$ cat config.mk
export PLATFORM = sky130hd
export DESIGN_NAME = irqController
export DESIGN_NICKNAME = d
export VERILOG_FILES = /design/src/irqPkg.sv /design/src/irqArbBus.sv /design/src/irqRegBus.sv /design/src/irqController.sv /design/src/irqPriority.sv /design/src/irqFlagUnit.sv /design/src/irqRegDecode.sv
export VERILOG_INCLUDE_DIRS = /design/src
export SDC_FILE = /design/constraint.sdc
export NUM_CORES = 1
export LEC_CHECK = 0
export BUFFER_PORTS_ARGS = -buffer_cell sky130_fd_sc_hd__buf_4
export CAP_MARGIN = 20
export CORE_ASPECT_RATIO = 1.5
export CORE_UTILIZATION = 50
export CTS_CLUSTER_DIAMETER = 60
export DETAILED_ROUTE_END_ITERATION = 16
export PLACE_DENSITY = 0.72
export SYNTH_ARGS = -nofsm -noshare
export SYNTH_HDL_FRONTEND = slang
export SYNTH_HIERARCHICAL = 1
export SYNTH_SLANG_ARGS = --single-unit
$ cat constraint.sdc
create_clock -name DSPCLK -period 2.9 [get_ports DSPCLK]
set_input_delay 0.435 -clock DSPCLK [delete_from_list [all_inputs] [get_ports DSPCLK]]
set_output_delay 0.435 -clock DSPCLK [all_outputs]
set_load 0.02 [all_outputs]
$ cat src/irq_settings.svh
`ifndef IRQ_SETTINGS_SVH
`define IRQ_SETTINGS_SVH

// Source layout. External lines occupy the low indices.
`define IRQ_NUM_SRC 8
`define IRQ_NUM_EXT 3

// APB word address width.
`define IRQ_ADDR_W 3

// Vector output.
`define IRQ_VEC_W 14
`define IRQ_VEC_STEP 4 // Words between vectors.

// Saved masks for nested service.
`define IRQ_STACK_DEPTH 4

`endif
$ cat src/irqPkg.sv
`default_nettype none

`include "irq_settings.svh"

package irqPkg;

  // Interrupt control word.
  typedef struct packed {
    logic globalEn;
    logic nestEn;
    logic [`IRQ_NUM_EXT-1:0] edgeSel; // 1 selects edge mode.
  } ctrl_t;

  // Force/clear layout of a written word.
  typedef struct packed {
    logic [`IRQ_NUM_SRC-1:0] forceBits;
    logic [`IRQ_NUM_SRC-1:0] clearBits;
  } ifcView_t;

  // Control layout of a written word.
  typedef struct packed {
    logic [16-$bits(ctrl_t)-1:0] rsvd;
    ctrl_t cfg;
  } ctrlView_t;

  // Write data, decoded per target register.
  typedef union packed {
    ifcView_t ifc;
    ctrlView_t ctrl;
  } regWord_u;

  // Register map.
  typedef enum logic [`IRQ_ADDR_W-1:0] {
    IMASK = 0,
    ICNTL = 1,
    IFC = 2,   // Write only.
    IFLAG = 3  // Read only.
  } regAddr_e;

endpackage

`default_nettype wire

$ cat src/irqArbBus.sv
`timescale 1ns/10ps
`default_nettype none

`include "irq_settings.svh"

interface irqArbBus;

  logic [`IRQ_NUM_SRC-1:0] pendMasked; // Flags and mask combined.
  logic globalEn;
  logic [`IRQ_NUM_SRC-1:0] chosenOneHot; // Registered choice.

  modport flags (
    output pendMasked, globalEn,
    input chosenOneHot
  );

  modport prio (
    input pendMasked, globalEn,
    output chosenOneHot
  );

endinterface

`default_nettype wire

$ cat src/irqRegBus.sv
`timescale 1ns/10ps
`default_nettype none

`include "irq_settings.svh"

interface irqRegBus;

  // Write side.
  logic wrMask;
  logic wrCtrl;
  logic wrIfc;
  irqPkg::regWord_u wrData;

  // Read-back side.
  logic [`IRQ_NUM_SRC-1:0] imask;
  irqPkg::ctrl_t ctrl;
  logic [`IRQ_NUM_SRC-1:0] iflag;

  modport decode (
    output wrMask, wrCtrl, wrIfc, wrData,
    input imask, ctrl, iflag
  );

  modport flags (
    input wrMask, wrCtrl, wrIfc, wrData,
    output imask, ctrl, iflag
  );

endinterface

`default_nettype wire

$ cat src/irqController.sv
`timescale 1ns/10ps
`default_nettype none

`include "irq_settings.svh"

module irqController (
  input wire logic DSPCLK,
  input wire logic SRST,
  // APB slave.
  input wire logic pSel_i,
  input wire logic pEnable_i,
  input wire logic pWrite_i,
  input wire logic [`IRQ_ADDR_W-1:0] pAddr_i,
  input wire logic [15:0] pWData_i,
  output logic [15:0] pRData_o,
  output logic pReady_o,
  output logic pSlvErr_o,
  // Interrupt sources.
  input wire logic [`IRQ_NUM_EXT-1:0] irqExtN_i, // Active low.
  input wire logic [`IRQ_NUM_SRC-`IRQ_NUM_EXT-1:0] irqEvent_i,
  // Core side.
  input wire logic trapAck_i,
  input wire logic rtiDone_i,
  output logic trapReq_o,
  output logic [`IRQ_VEC_W-1:0] vecAddr_o
);

  irqRegBus regBus ();
  irqArbBus arbBus ();

  irqRegDecode i_regDecode (
    .DSPCLK (DSPCLK),
    .SRST (SRST),
    .pSel_i (pSel_i),
    .pEnable_i (pEnable_i),
    .pWrite_i (pWrite_i),
    .pAddr_i (pAddr_i),
    .pWData_i (pWData_i),
    .pRData_o (pRData_o),
    .pReady_o (pReady_o),
    .pSlvErr_o (pSlvErr_o),
    .regBus (regBus.decode)
  );

  irqFlagUnit i_flagUnit (
    .DSPCLK (DSPCLK),
    .SRST (SRST),
    .irqExtN_i (irqExtN_i),
    .irqEvent_i (irqEvent_i),
    .trapAck_i (trapAck_i),
    .rtiDone_i (rtiDone_i),
    .regBus (regBus.flags),
    .arbBus (arbBus.flags)
  );

  irqPriority i_priority (
    .DSPCLK (DSPCLK),
    .SRST (SRST),
    .arbBus (arbBus.prio),
    .trapReq_o (trapReq_o),
    .vecAddr_o (vecAddr_o)
  );

endmodule

`default_nettype wire

$ cat src/irqPriority.sv
`timescale 1ns/10ps
`default_nettype none

`include "irq_settings.svh"

module irqPriority (
  input wire logic DSPCLK,
  input wire logic SRST,
  irqArbBus.prio arbBus,
  output logic trapReq_o,
  output logic [`IRQ_VEC_W-1:0] vecAddr_o
);

  localparam int N = `IRQ_NUM_SRC;
  localparam int VEC_W = `IRQ_VEC_W;

  logic [N-1:0] pick;
  logic [N-1:0] chosen;
  logic [VEC_W-1:0] vecNext;
  logic anyReq;

  // Highest index wins, so later hits overwrite earlier ones.
  always_comb begin
    pick = '0;
    vecNext = '0;
    for (int i = 0; i < N; i++) begin
      if (arbBus.pendMasked[i]) begin
        pick = '0;
        pick[i] = 1'b1;
        vecNext = VEC_W'((i + 1) * `IRQ_VEC_STEP);
      end
    end
  end

  assign anyReq = arbBus.globalEn && (|arbBus.pendMasked);

  always_ff @(posedge DSPCLK or posedge SRST) begin
    if (SRST) begin
      chosen <= '0;
      trapReq_o <= 1'b0;
      vecAddr_o <= '0;
    end else begin
      chosen <= anyReq ? pick : '0;
      trapReq_o <= anyReq;
      vecAddr_o <= anyReq ? vecNext : '0; // Vector 0 means idle.
    end
  end

  assign arbBus.chosenOneHot = chosen;

  // The latched choice names at most one source.
  choiceOneHot: assert property (
    @(posedge DSPCLK) disable iff (SRST)
    $onehot0(chosen)
  );

endmodule

`default_nettype wire

$ cat src/irqFlagUnit.sv
`timescale 1ns/10ps
`default_nettype none

`include "irq_settings.svh"

module irqFlagUnit (
  input wire logic DSPCLK,
  input wire logic SRST,
  input wire logic [`IRQ_NUM_EXT-1:0] irqExtN_i,
  input wire logic [`IRQ_NUM_SRC-`IRQ_NUM_EXT-1:0] irqEvent_i,
  input wire logic trapAck_i,
  input wire logic rtiDone_i,
  irqRegBus.flags regBus,
  irqArbBus.flags arbBus
);

  localparam int N = `IRQ_NUM_SRC;
  localparam int EXT_W = `IRQ_NUM_EXT;
  localparam int EVT_W = `IRQ_NUM_SRC - `IRQ_NUM_EXT;
  localparam int DEPTH = `IRQ_STACK_DEPTH;
  localparam int STK_AW = $clog2(DEPTH);
  localparam int CNT_W = $clog2(DEPTH + 1);

  logic [EXT_W-1:0] extSync1, extSync2, extDly;
  logic [N-1:0] iflag, imask;
  logic [N-1:0] rawSet, setVec, clrVec, isLevel, levelVal;
  logic [N-1:0] aboveMask;
  logic [15:0] wrWord;
  irqPkg::ctrl_t ctrl;
  logic [N-1:0] maskStack [DEPTH];
  logic [CNT_W-1:0] stkCnt;
  logic [STK_AW-1:0] topIdx;
  logic stkFull, stkEmpty;

  // Two-flop synchroniser on the inverted lines, then an edge tap.
  always_ff @(posedge DSPCLK or posedge SRST) begin
    if (SRST) begin
      extSync1 <= '0;
      extSync2 <= '0;
      extDly <= '0;
    end else begin
      extSync1 <= ~irqExtN_i;
      extSync2 <= extSync1;
      extDly <= extSync2;
    end
  end

  assign wrWord = regBus.wrData;
  assign rawSet = {irqEvent_i, extSync2 & ~extDly};
  assign setVec = rawSet | (regBus.wrIfc ? regBus.wrData.ifc.forceBits : '0);
  assign clrVec = (trapAck_i ? arbBus.chosenOneHot : '0) |
                  (regBus.wrIfc ? regBus.wrData.ifc.clearBits : '0);
  assign isLevel = {{EVT_W{1'b0}}, ~ctrl.edgeSel};
  assign levelVal = {{EVT_W{1'b0}}, extSync2};

  // Edge flags: clear wins over set. Level flags track the line.
  always_ff @(posedge DSPCLK or posedge SRST) begin
    if (SRST) begin
      iflag <= '0;
    end else begin
      iflag <= (isLevel & levelVal) | (~isLevel & (iflag | setVec) & ~clrVec);
    end
  end

  always_ff @(posedge DSPCLK or posedge SRST) begin
    if (SRST) begin
      ctrl <= '{globalEn: 1'b1, nestEn: 1'b0, edgeSel: '0};
    end else if (regBus.wrCtrl) begin
      ctrl <= regBus.wrData.ctrl.cfg;
    end
  end

  // Bits strictly above the source being taken.
  assign aboveMask = ~((arbBus.chosenOneHot - 1'b1) | arbBus.chosenOneHot);

  assign stkFull = (stkCnt == CNT_W'(DEPTH));
  assign stkEmpty = (stkCnt == '0);
  assign topIdx = STK_AW'(stkCnt - 1'b1);

  always_ff @(posedge DSPCLK or posedge SRST) begin
    if (SRST) begin
      imask <= '0;
      stkCnt <= '0;
    end else if (trapAck_i) begin
      imask <= ctrl.nestEn ? (imask & aboveMask) : '0;
      if (!stkFull) begin
        stkCnt <= stkCnt + 1'b1;
      end
    end else if (rtiDone_i && !stkEmpty) begin
      imask <= maskStack[topIdx]; // Restore.
      stkCnt <= stkCnt - 1'b1;
    end else if (regBus.wrMask) begin
      imask <= wrWord[N-1:0];
    end
  end

  always_ff @(posedge DSPCLK) begin
    if (trapAck_i && !stkFull) begin
      maskStack[stkCnt[STK_AW-1:0]] <= imask;
    end
  end

  assign regBus.imask = imask;
  assign regBus.ctrl = ctrl;
  assign regBus.iflag = iflag;
  assign arbBus.pendMasked = iflag & imask;
  assign arbBus.globalEn = ctrl.globalEn;

  // The core only acknowledges a registered choice.
  ackHasChoice: assert property (
    @(posedge DSPCLK) disable iff (SRST)
    trapAck_i |-> (arbBus.chosenOneHot != '0)
  );

  // Every return matches an earlier acknowledge.
  rtiNotEmpty: assert property (
    @(posedge DSPCLK) disable iff (SRST)
    rtiDone_i |-> !stkEmpty
  );

endmodule

`default_nettype wire

$ cat src/irqRegDecode.sv
`timescale 1ns/10ps
`default_nettype none

`include "irq_settings.svh"

module irqRegDecode (
  input wire logic DSPCLK,
  input wire logic SRST,
  input wire logic pSel_i,
  input wire logic pEnable_i,
  input wire logic pWrite_i,
  input wire logic [`IRQ_ADDR_W-1:0] pAddr_i,
  input wire logic [15:0] pWData_i,
  output logic [15:0] pRData_o,
  output logic pReady_o,
  output logic pSlvErr_o,
  irqRegBus.decode regBus
);

  logic access;
  logic wrAccess;
  logic addrOk;
  logic [15:0] rdData;
  irqPkg::regAddr_e addr;

  assign access = pSel_i && pEnable_i; // Access phase.
  assign wrAccess = access && pWrite_i;
  assign addr = irqPkg::regAddr_e'(pAddr_i);

  // Strobes fire in the access cycle and land at its closing edge.
  assign regBus.wrMask = wrAccess && (addr == irqPkg::IMASK);
  assign regBus.wrCtrl = wrAccess && (addr == irqPkg::ICNTL);
  assign regBus.wrIfc = wrAccess && (addr == irqPkg::IFC);
  assign regBus.wrData = irqPkg::regWord_u'(pWData_i);

  always_comb begin
    addrOk = 1'b1;
    rdData = '0;
    case (addr)
      irqPkg::IMASK: rdData = 16'(regBus.imask);
      irqPkg::ICNTL: rdData = 16'(regBus.ctrl);
      irqPkg::IFC: rdData = '0; // Strobe register.
      irqPkg::IFLAG: rdData = 16'(regBus.iflag);
      default: addrOk = 1'b0;
    endcase
  end

  assign pRData_o = (access && !pWrite_i) ? rdData : '0;
  assign pSlvErr_o = access && !addrOk;
  assign pReady_o = 1'b1; // Zero wait states.

  // Only one register may be written per transfer.
  oneStrobe: assert property (
    @(posedge DSPCLK) disable iff (SRST)
    $onehot0({regBus.wrMask, regBus.wrCtrl, regBus.wrIfc})
  );

endmodule

`default_nettype wire

==> metrics.yaml, run 1 <==
critical_path:
  critical_path_class: "register to register"
  worstPathArrival_ps: 2280
  cp.required_ps: 3140
  critPathLaunchType: "register"
  reg2reg_from: "i_flagUnit/stkCnt[1]"
  worst_r2r_endpoint: "i_flagUnit/regBus.imask[1]"
  crit_fanout: 10
  reg2reg_slack_ps: 860
  endpoint_kind: "register"
  reg2reg_depth: 5
routing:
  ant_nets: 0
  drc: 0
  wl_per_cell_um: 18.2
  drt_iter0_markers: 193
  first_pass_iters: 4
  vias: 2487
  via_per_inst: 5.50
  routed_wl_um: 8220
floorplan:
  die_x_um: 73.7
  dieArea_um2: 8080
  initial_core_util_pct: 52.3
  rows: 38
  pin_count: 67
  core_area_um2: 7370
  dieHeight_um: 110
place:
  io_buffers: 47
  pre_cts_ws_ps: 831
  gp_congestion: 0.895
  hpwl_um: 5990
  post_dp_cell_area_um2: 4070
finish:
  finalNetCount: 386
  final_cell_area_um2: 4250
  synthToLayoutAreaGrowth_pct: 10.3
  n_antenna_cell: 0
  num-fill-cells: 610
  final_layout_size_suffix_gt1_share_pct: 28.4
  mostFrequentLayoutCell: "buf_4"
  final_cell_mix: "buf_4 (52), dfrtp_1 (44), edfxtp_1 (32)"
  multi_input_area_um2: 1400
  regArea_um2: 2090
synth:
  ys_ff_latch: 77
  synthArstFlopShare_pct: 58.4
  ys_warn_count: 6
  synthXorXnorAreaFrac_pct: 0.227
  synth_top_family_by_area: "simple AND/OR/NAND/NOR gates"
  yosysTopAreaCell: "dfrtp_1"
  synth_fa_ha_area_share_pct: 1.62
  synth_top_area_share_pct: 28.5
  syn_inst: 317
  ys_top_cells_by_area: "dfrtp_1 (29%), edfxtp_1 (25%), buf_4 (7.4%)"
  synth-compound-area-share_pct: 10.7
  synth.distinct_cells: 55
  yosysSeqAreaShare_pct: 54.1
  synthSimpleGateAreaFrac_pct: 13.3
  avgSynthCellArea_um2: 12.2
  syn_area_um2: 3860
  synthFlopType: "dfrtp_1"
  synthMuxAreaShare_pct: 8.47
  synth_edf_count: 32
global_route:
  grt_first_pass_wirelength_um: 13200
  grt_max_degree: 34
  first_global_vias: 2566
  grt_use_total_pct: 22.8
  antenna_found_initial: 0
  gr-total-overflow: 0
power_and_ir_drop:
  vdd_drop_max_mv: 0.426
  total_power_mw: 3.28
  power_density_nw_per_um2: 771
  leakage_nw: 1.78
timing:
  final.setup.worst_slack_ps: 857
  clock-skew-final_ps: 13.8
  period_minus_slack_ps: 2040
  setup_tns_ps: 0
  worstMarginPinSlew_ps: 909
  relSlewSlack_pct: 39.3
  setup_violations: 0
  rsz0062_at_grt: "false"
  hold_viol: 0
  timing_max_transition_violations_final: 0
  finalCritPeriodShare_pct: 70.4
  max_freq_mhz: 490
cts:
  cts_setup_buffers: 0
  ctsHtreeMaxLevel: 3
  cts_tree: "yes"
  clk-insertion-delay-late_ps: 350
  clkSlewWorstSetupHoldPaths_ps: 80
  postCtsHoldBufs: 0
  numCtsBuffers: 9
  post_cts_resize_count: 0
  clock_sinks: 77
  root_buffer: "clkbuf_8"
  cts_buffer_depth: 2
hold_path:
  hp-class: "primary input to async pin"
outcome:
  outcome: "finished, final reports clean"
job:
  maxCapViolCount: 0
[layer usage]
layer	global-route usage [%]	part of all wire (%)	up-vias
li1	-	-	1147
met1	27.7	39	1254
met2	39.1	55	74
met3	4.12	4.5	12
met4	10.4	1.9	0
met5	0	0	-
[synth_stat cells, drive strengths merged, types with 2 or more instances]
cell type,n
mux4,8
mux2i,9
or4b,2
clkbuf,5
or2,6
and3,5
or4,2
edfxtp,32
ha,5
o21ai,7
a211oi,6
conb,3
nor3,7
mux2,5
a221oi,6
inv,19
dfrtp,44
a22o,6
nor4b,4
and2,11
buf,43
a21oi,15
o211ai,2
nand2b,2
nor4,3
a22oi,3
o32a,5
nor3b,4
nor2b,7
nand2,12
nor2,14
[stage by stage]
stage	util, %	std cells	hold WS [ps]
finish	57.7	452	102
CTS	57.7	452	97.5
floorplan	-	333	300
global placement	55.3	436	338
global route	57.7	452	133
detailed placement	55.3	436	339
[state kept, by name, summed over array words and instances, names as in the netlist]
signal,flops
i_flagUnit/regBus.ctrl,4
i_priority/trapReq_o,1
i_flagUnit/extSync1,3
i_flagUnit/extDly,3
i_flagUnit/maskStack,32
i_flagUnit/regBus.iflag,8
i_flagUnit/arbBus.globalEn,1
i_priority/vecAddr_o,4
i_flagUnit/regBus.imask,8
i_flagUnit/extSync2,3
i_flagUnit/stkCnt,3
i_priority/arbBus.chosenOneHot,7
[layout make-up]
type	count	area share, %
Sequential cell	77	49.1
Multi-Input combinational cell	188	32.9
Timing Repair Buffer	52	9.18
Clock buffer	12	3.68
Tap cell	100	2.94
Inverter	19	1.68
Clock inverter	4	0.559
[cell families after synthesis]
| family | after synthesis |
|---|---|
| AO/OA/AOI/OAI | 56 |
| XOR/XNOR | 1 |
| adder cells (fa/ha/maj) | 5 |
| buffers and inverters | 68 |
| flip-flops | 77 |
| multiplexers | 22 |
| other | 3 |
| AND/OR/NAND/NOR | 85 |
[worst max-delay path by stage]
stage | from | to | slack [ps] | cells after the start
after floorplan | i_flagUnit/stkCnt[0] | i_flagUnit/regBus.imask[1] | 790 | 7
after global placement | pAddr_i[2] | i_flagUnit/regBus.ctrl[0] | 850 | 4
after detailed placement | pAddr_i[2] | i_flagUnit/regBus.ctrl[2] | 830 | 4
after CTS | i_flagUnit/arbBus.globalEn | pRData_o[4] | 860 | 4
after global routing | i_flagUnit/stkCnt[1] | i_flagUnit/regBus.imask[3] | 770 | 5
final | i_flagUnit/stkCnt[1] | i_flagUnit/regBus.imask[1] | 860 | 5
[critical path: stages (launching register included)]
cell,delay (ps)
dfrtp_1,390
inv_1,110
ha_1,540
mux4_2,370
nor2b_1,170
o32a_1,360
[power by group]
part           switching (mW)  internal (mW)  total [mW]
Combinational           0.514          0.465       0.978
Sequential              0.165           1.40        1.56
Clock                   0.380          0.359       0.740
Total                    1.06           2.22        3.28
No activity file was read; power rests on OpenSTA's default activity.
==> inputs of run 2 (changes only) <==
Clock period 2.9 ns to 2.1 ns, I/O delays scaled along.
==> run 2 against run 1 <==
Die area unchanged. Cell count increased by 1.1%. Clock power grew 73%. Critical path depth unchanged. Count of clock-buffer cells in the layout decreased by 2. Sequential share of layout area fell by 1.1 points. Clock skew shrank 6.0 ps. Global-route usage down 0.74 points. Via count is 0.36% higher. Worst hold slack hardly changed. Critical path type unchanged. Largest cell class unchanged. Total power is 47% higher. Register-to-register slack got worse by 720 ps.
==> metrics.yaml, run 2 (same netlist as run 1, synthesis figures left out) <==
floorplan:
  dieArea_um2: 8080
  dieHeight_um: 110
  pin_count: 67
  rows: 38
  die_x_um: 73.7
  initial_core_util_pct: 52.3
  core_area_um2: 7370
critical_path:
  critPathLaunchType: "register"
  path_cells: "inv_1, ha_1, mux4_2, nor2b_1, o32a_1"
  worstPathArrival_ps: 2190
  cp_slowest_stage_delay_ps: 510
  reg2reg_slack_ps: 140
  slowest_stage: "ha_1"
  endpoint_kind: "register"
  critical_path_class: "register to register"
  cp.required_ps: 2330
  crit_fanout: 7
place:
  pre_cts_ws_ps: 150
  hpwl_um: 5990
  gp_congestion: 0.872
  io_buffers: 47
  post_dp_cell_area_um2: 4110
finish:
  mostFrequentLayoutCell: "buf_4"
  final_layout_size_suffix_gt1_share_pct: 29.4
  finalNetCount: 392
  synthToLayoutAreaGrowth_pct: 12.8
  largest_reg_flops: 32
  num-fill-cells: 611
  n_antenna_cell: 0
  final_cell_mix: "buf_4 (57), dfrtp_1 (44), edfxtp_1 (32)"
  final_cell_area_um2: 4350
  final_core_util_pct: 59.0
cts:
  cts_buffer_depth: 2
  clkSlewWorstSetupHoldPaths_ps: 70
  clk-insertion-delay-late_ps: 350
  cts_tree: "yes"
  numCtsBuffers: 9
  ctsHtreeMaxLevel: 3
  root_buffer: "clkbuf_8"
  clock_sinks: 77
timing:
  max_freq_mhz: 510
  final.setup.worst_slack_ps: 141
  period_minus_slack_ps: 1960
  finalCritPeriodShare_pct: 93.3
  hold_viol: 0
  timing_max_transition_violations_final: 0
  rsz0062_at_grt: "false"
  clock-skew-final_ps: 7.82
  setup_violations: 0
  setup_tns_ps: 0
global_route:
  grt_max_degree: 34
  grt_first_pass_wirelength_um: 12700
  grt_use_total_pct: 22.1
  antenna_found_initial: 0
  gr-total-overflow: 0
  first_global_vias: 2623
routing:
  wl_per_cell_um: 17.7
  wl_met3_um: 267
  drc: 0
  drt_iter0_markers: 109
  ant_nets: 0
  wl_met2_um: 4340
  wl_met1_um: 3210
  first_pass_iters: 4
  vias: 2496
  via_per_inst: 5.46
  maxUsedRoutingLayer: "met4"
  routed_wl_um: 8090
power_and_ir_drop:
  leakage_nw: 1.83
  power_density_nw_per_um2: 1110
  vdd_drop_max_mv: 0.690
hold_path:
  hp-class: "primary input to register"
job:
  maxCapViolCount: 0
outcome:
  outcome: "finished, final reports clean"
-- run 2: changes by cell type in the layout (fill, tap and decap cells not counted), sizes merged --
cell and change:
bufinv +3, clkinv -1, clkbuf -2, buf +5, clkinvlp -1, dlygate4sd3 +1
-- run 2: repair_timing --
action / in CTS / in global routing
setup buffers: 0 / 0
gates resized for setup: 0 / 0
hold buffers: 1 / 0
hold endpoints to repair: 12 / 0
-- run 2: worst max-delay path, delay by kind of cell, from the launching register on --
kind / cells / cell delay, ps
fa+ha+maj: 1 / 510
buf+inv: 1 / 110
simple gates: 1 / 140
compound gates: 1 / 360
mux: 1 / 350
flops: 1 / 380
-- run 2: path summary, 6_finish.rpt --
kind                                         from                    endpoint  cells past startpoint
max                          i_flagUnit/stkCnt[1]  i_flagUnit/regBus.imask[7]                      5
min                                  irqExtN_i[2]      i_flagUnit/extSync1[2]                      2
max reg2reg                  i_flagUnit/stkCnt[1]  i_flagUnit/regBus.imask[7]                      5
min reg2reg                i_flagUnit/extSync1[1]      i_flagUnit/extSync2[1]                      0
max in group asynchronous                    SRST  i_flagUnit/arbBus.globalEn                      4
min in group asynchronous                    SRST        i_priority/trapReq_o                      3
-- run 2: per-stage QoR --
step / power (mW) / std cells / hold slack, ps
detailed placement: 3.57 / 441 / 341
floorplan: 3.20 / 333 / 180
global route: 5.07 / 457 / 88.1
finish: 4.83 / 457 / 102
CTS: 4.87 / 457 / 82.3
global placement: 3.52 / 441 / 337
-- run 2: power breakdown --
group	internal (mW)	leakage (nW)	switching (mW)	total (mW)
Clock	0.779	0.110	0.501	1.28
Sequential	1.93	0.847	0.218	2.15
Combinational	0.674	0.873	0.728	1.40
-- run 2: area by class of cell --
cell class	count	area, um2	share of cell area (%)
inverter	19	71.3	1.64
timing repair buffer	58	438	10.1
tap	100	125	2.88
multi-input combinational	188	1400	32.2
clock inverter	5	101	2.33
sequential	77	2090	48.0
clock buffer	10	128	2.93
-- run 2: layer usage --
layer / GRT usage [%] / vias up
met5: 0 / -
met4: 12.0 / 0
li1: - / 1160
met1: 25.0 / 1258
met2: 37.6 / 63
met3: 5.68 / 15
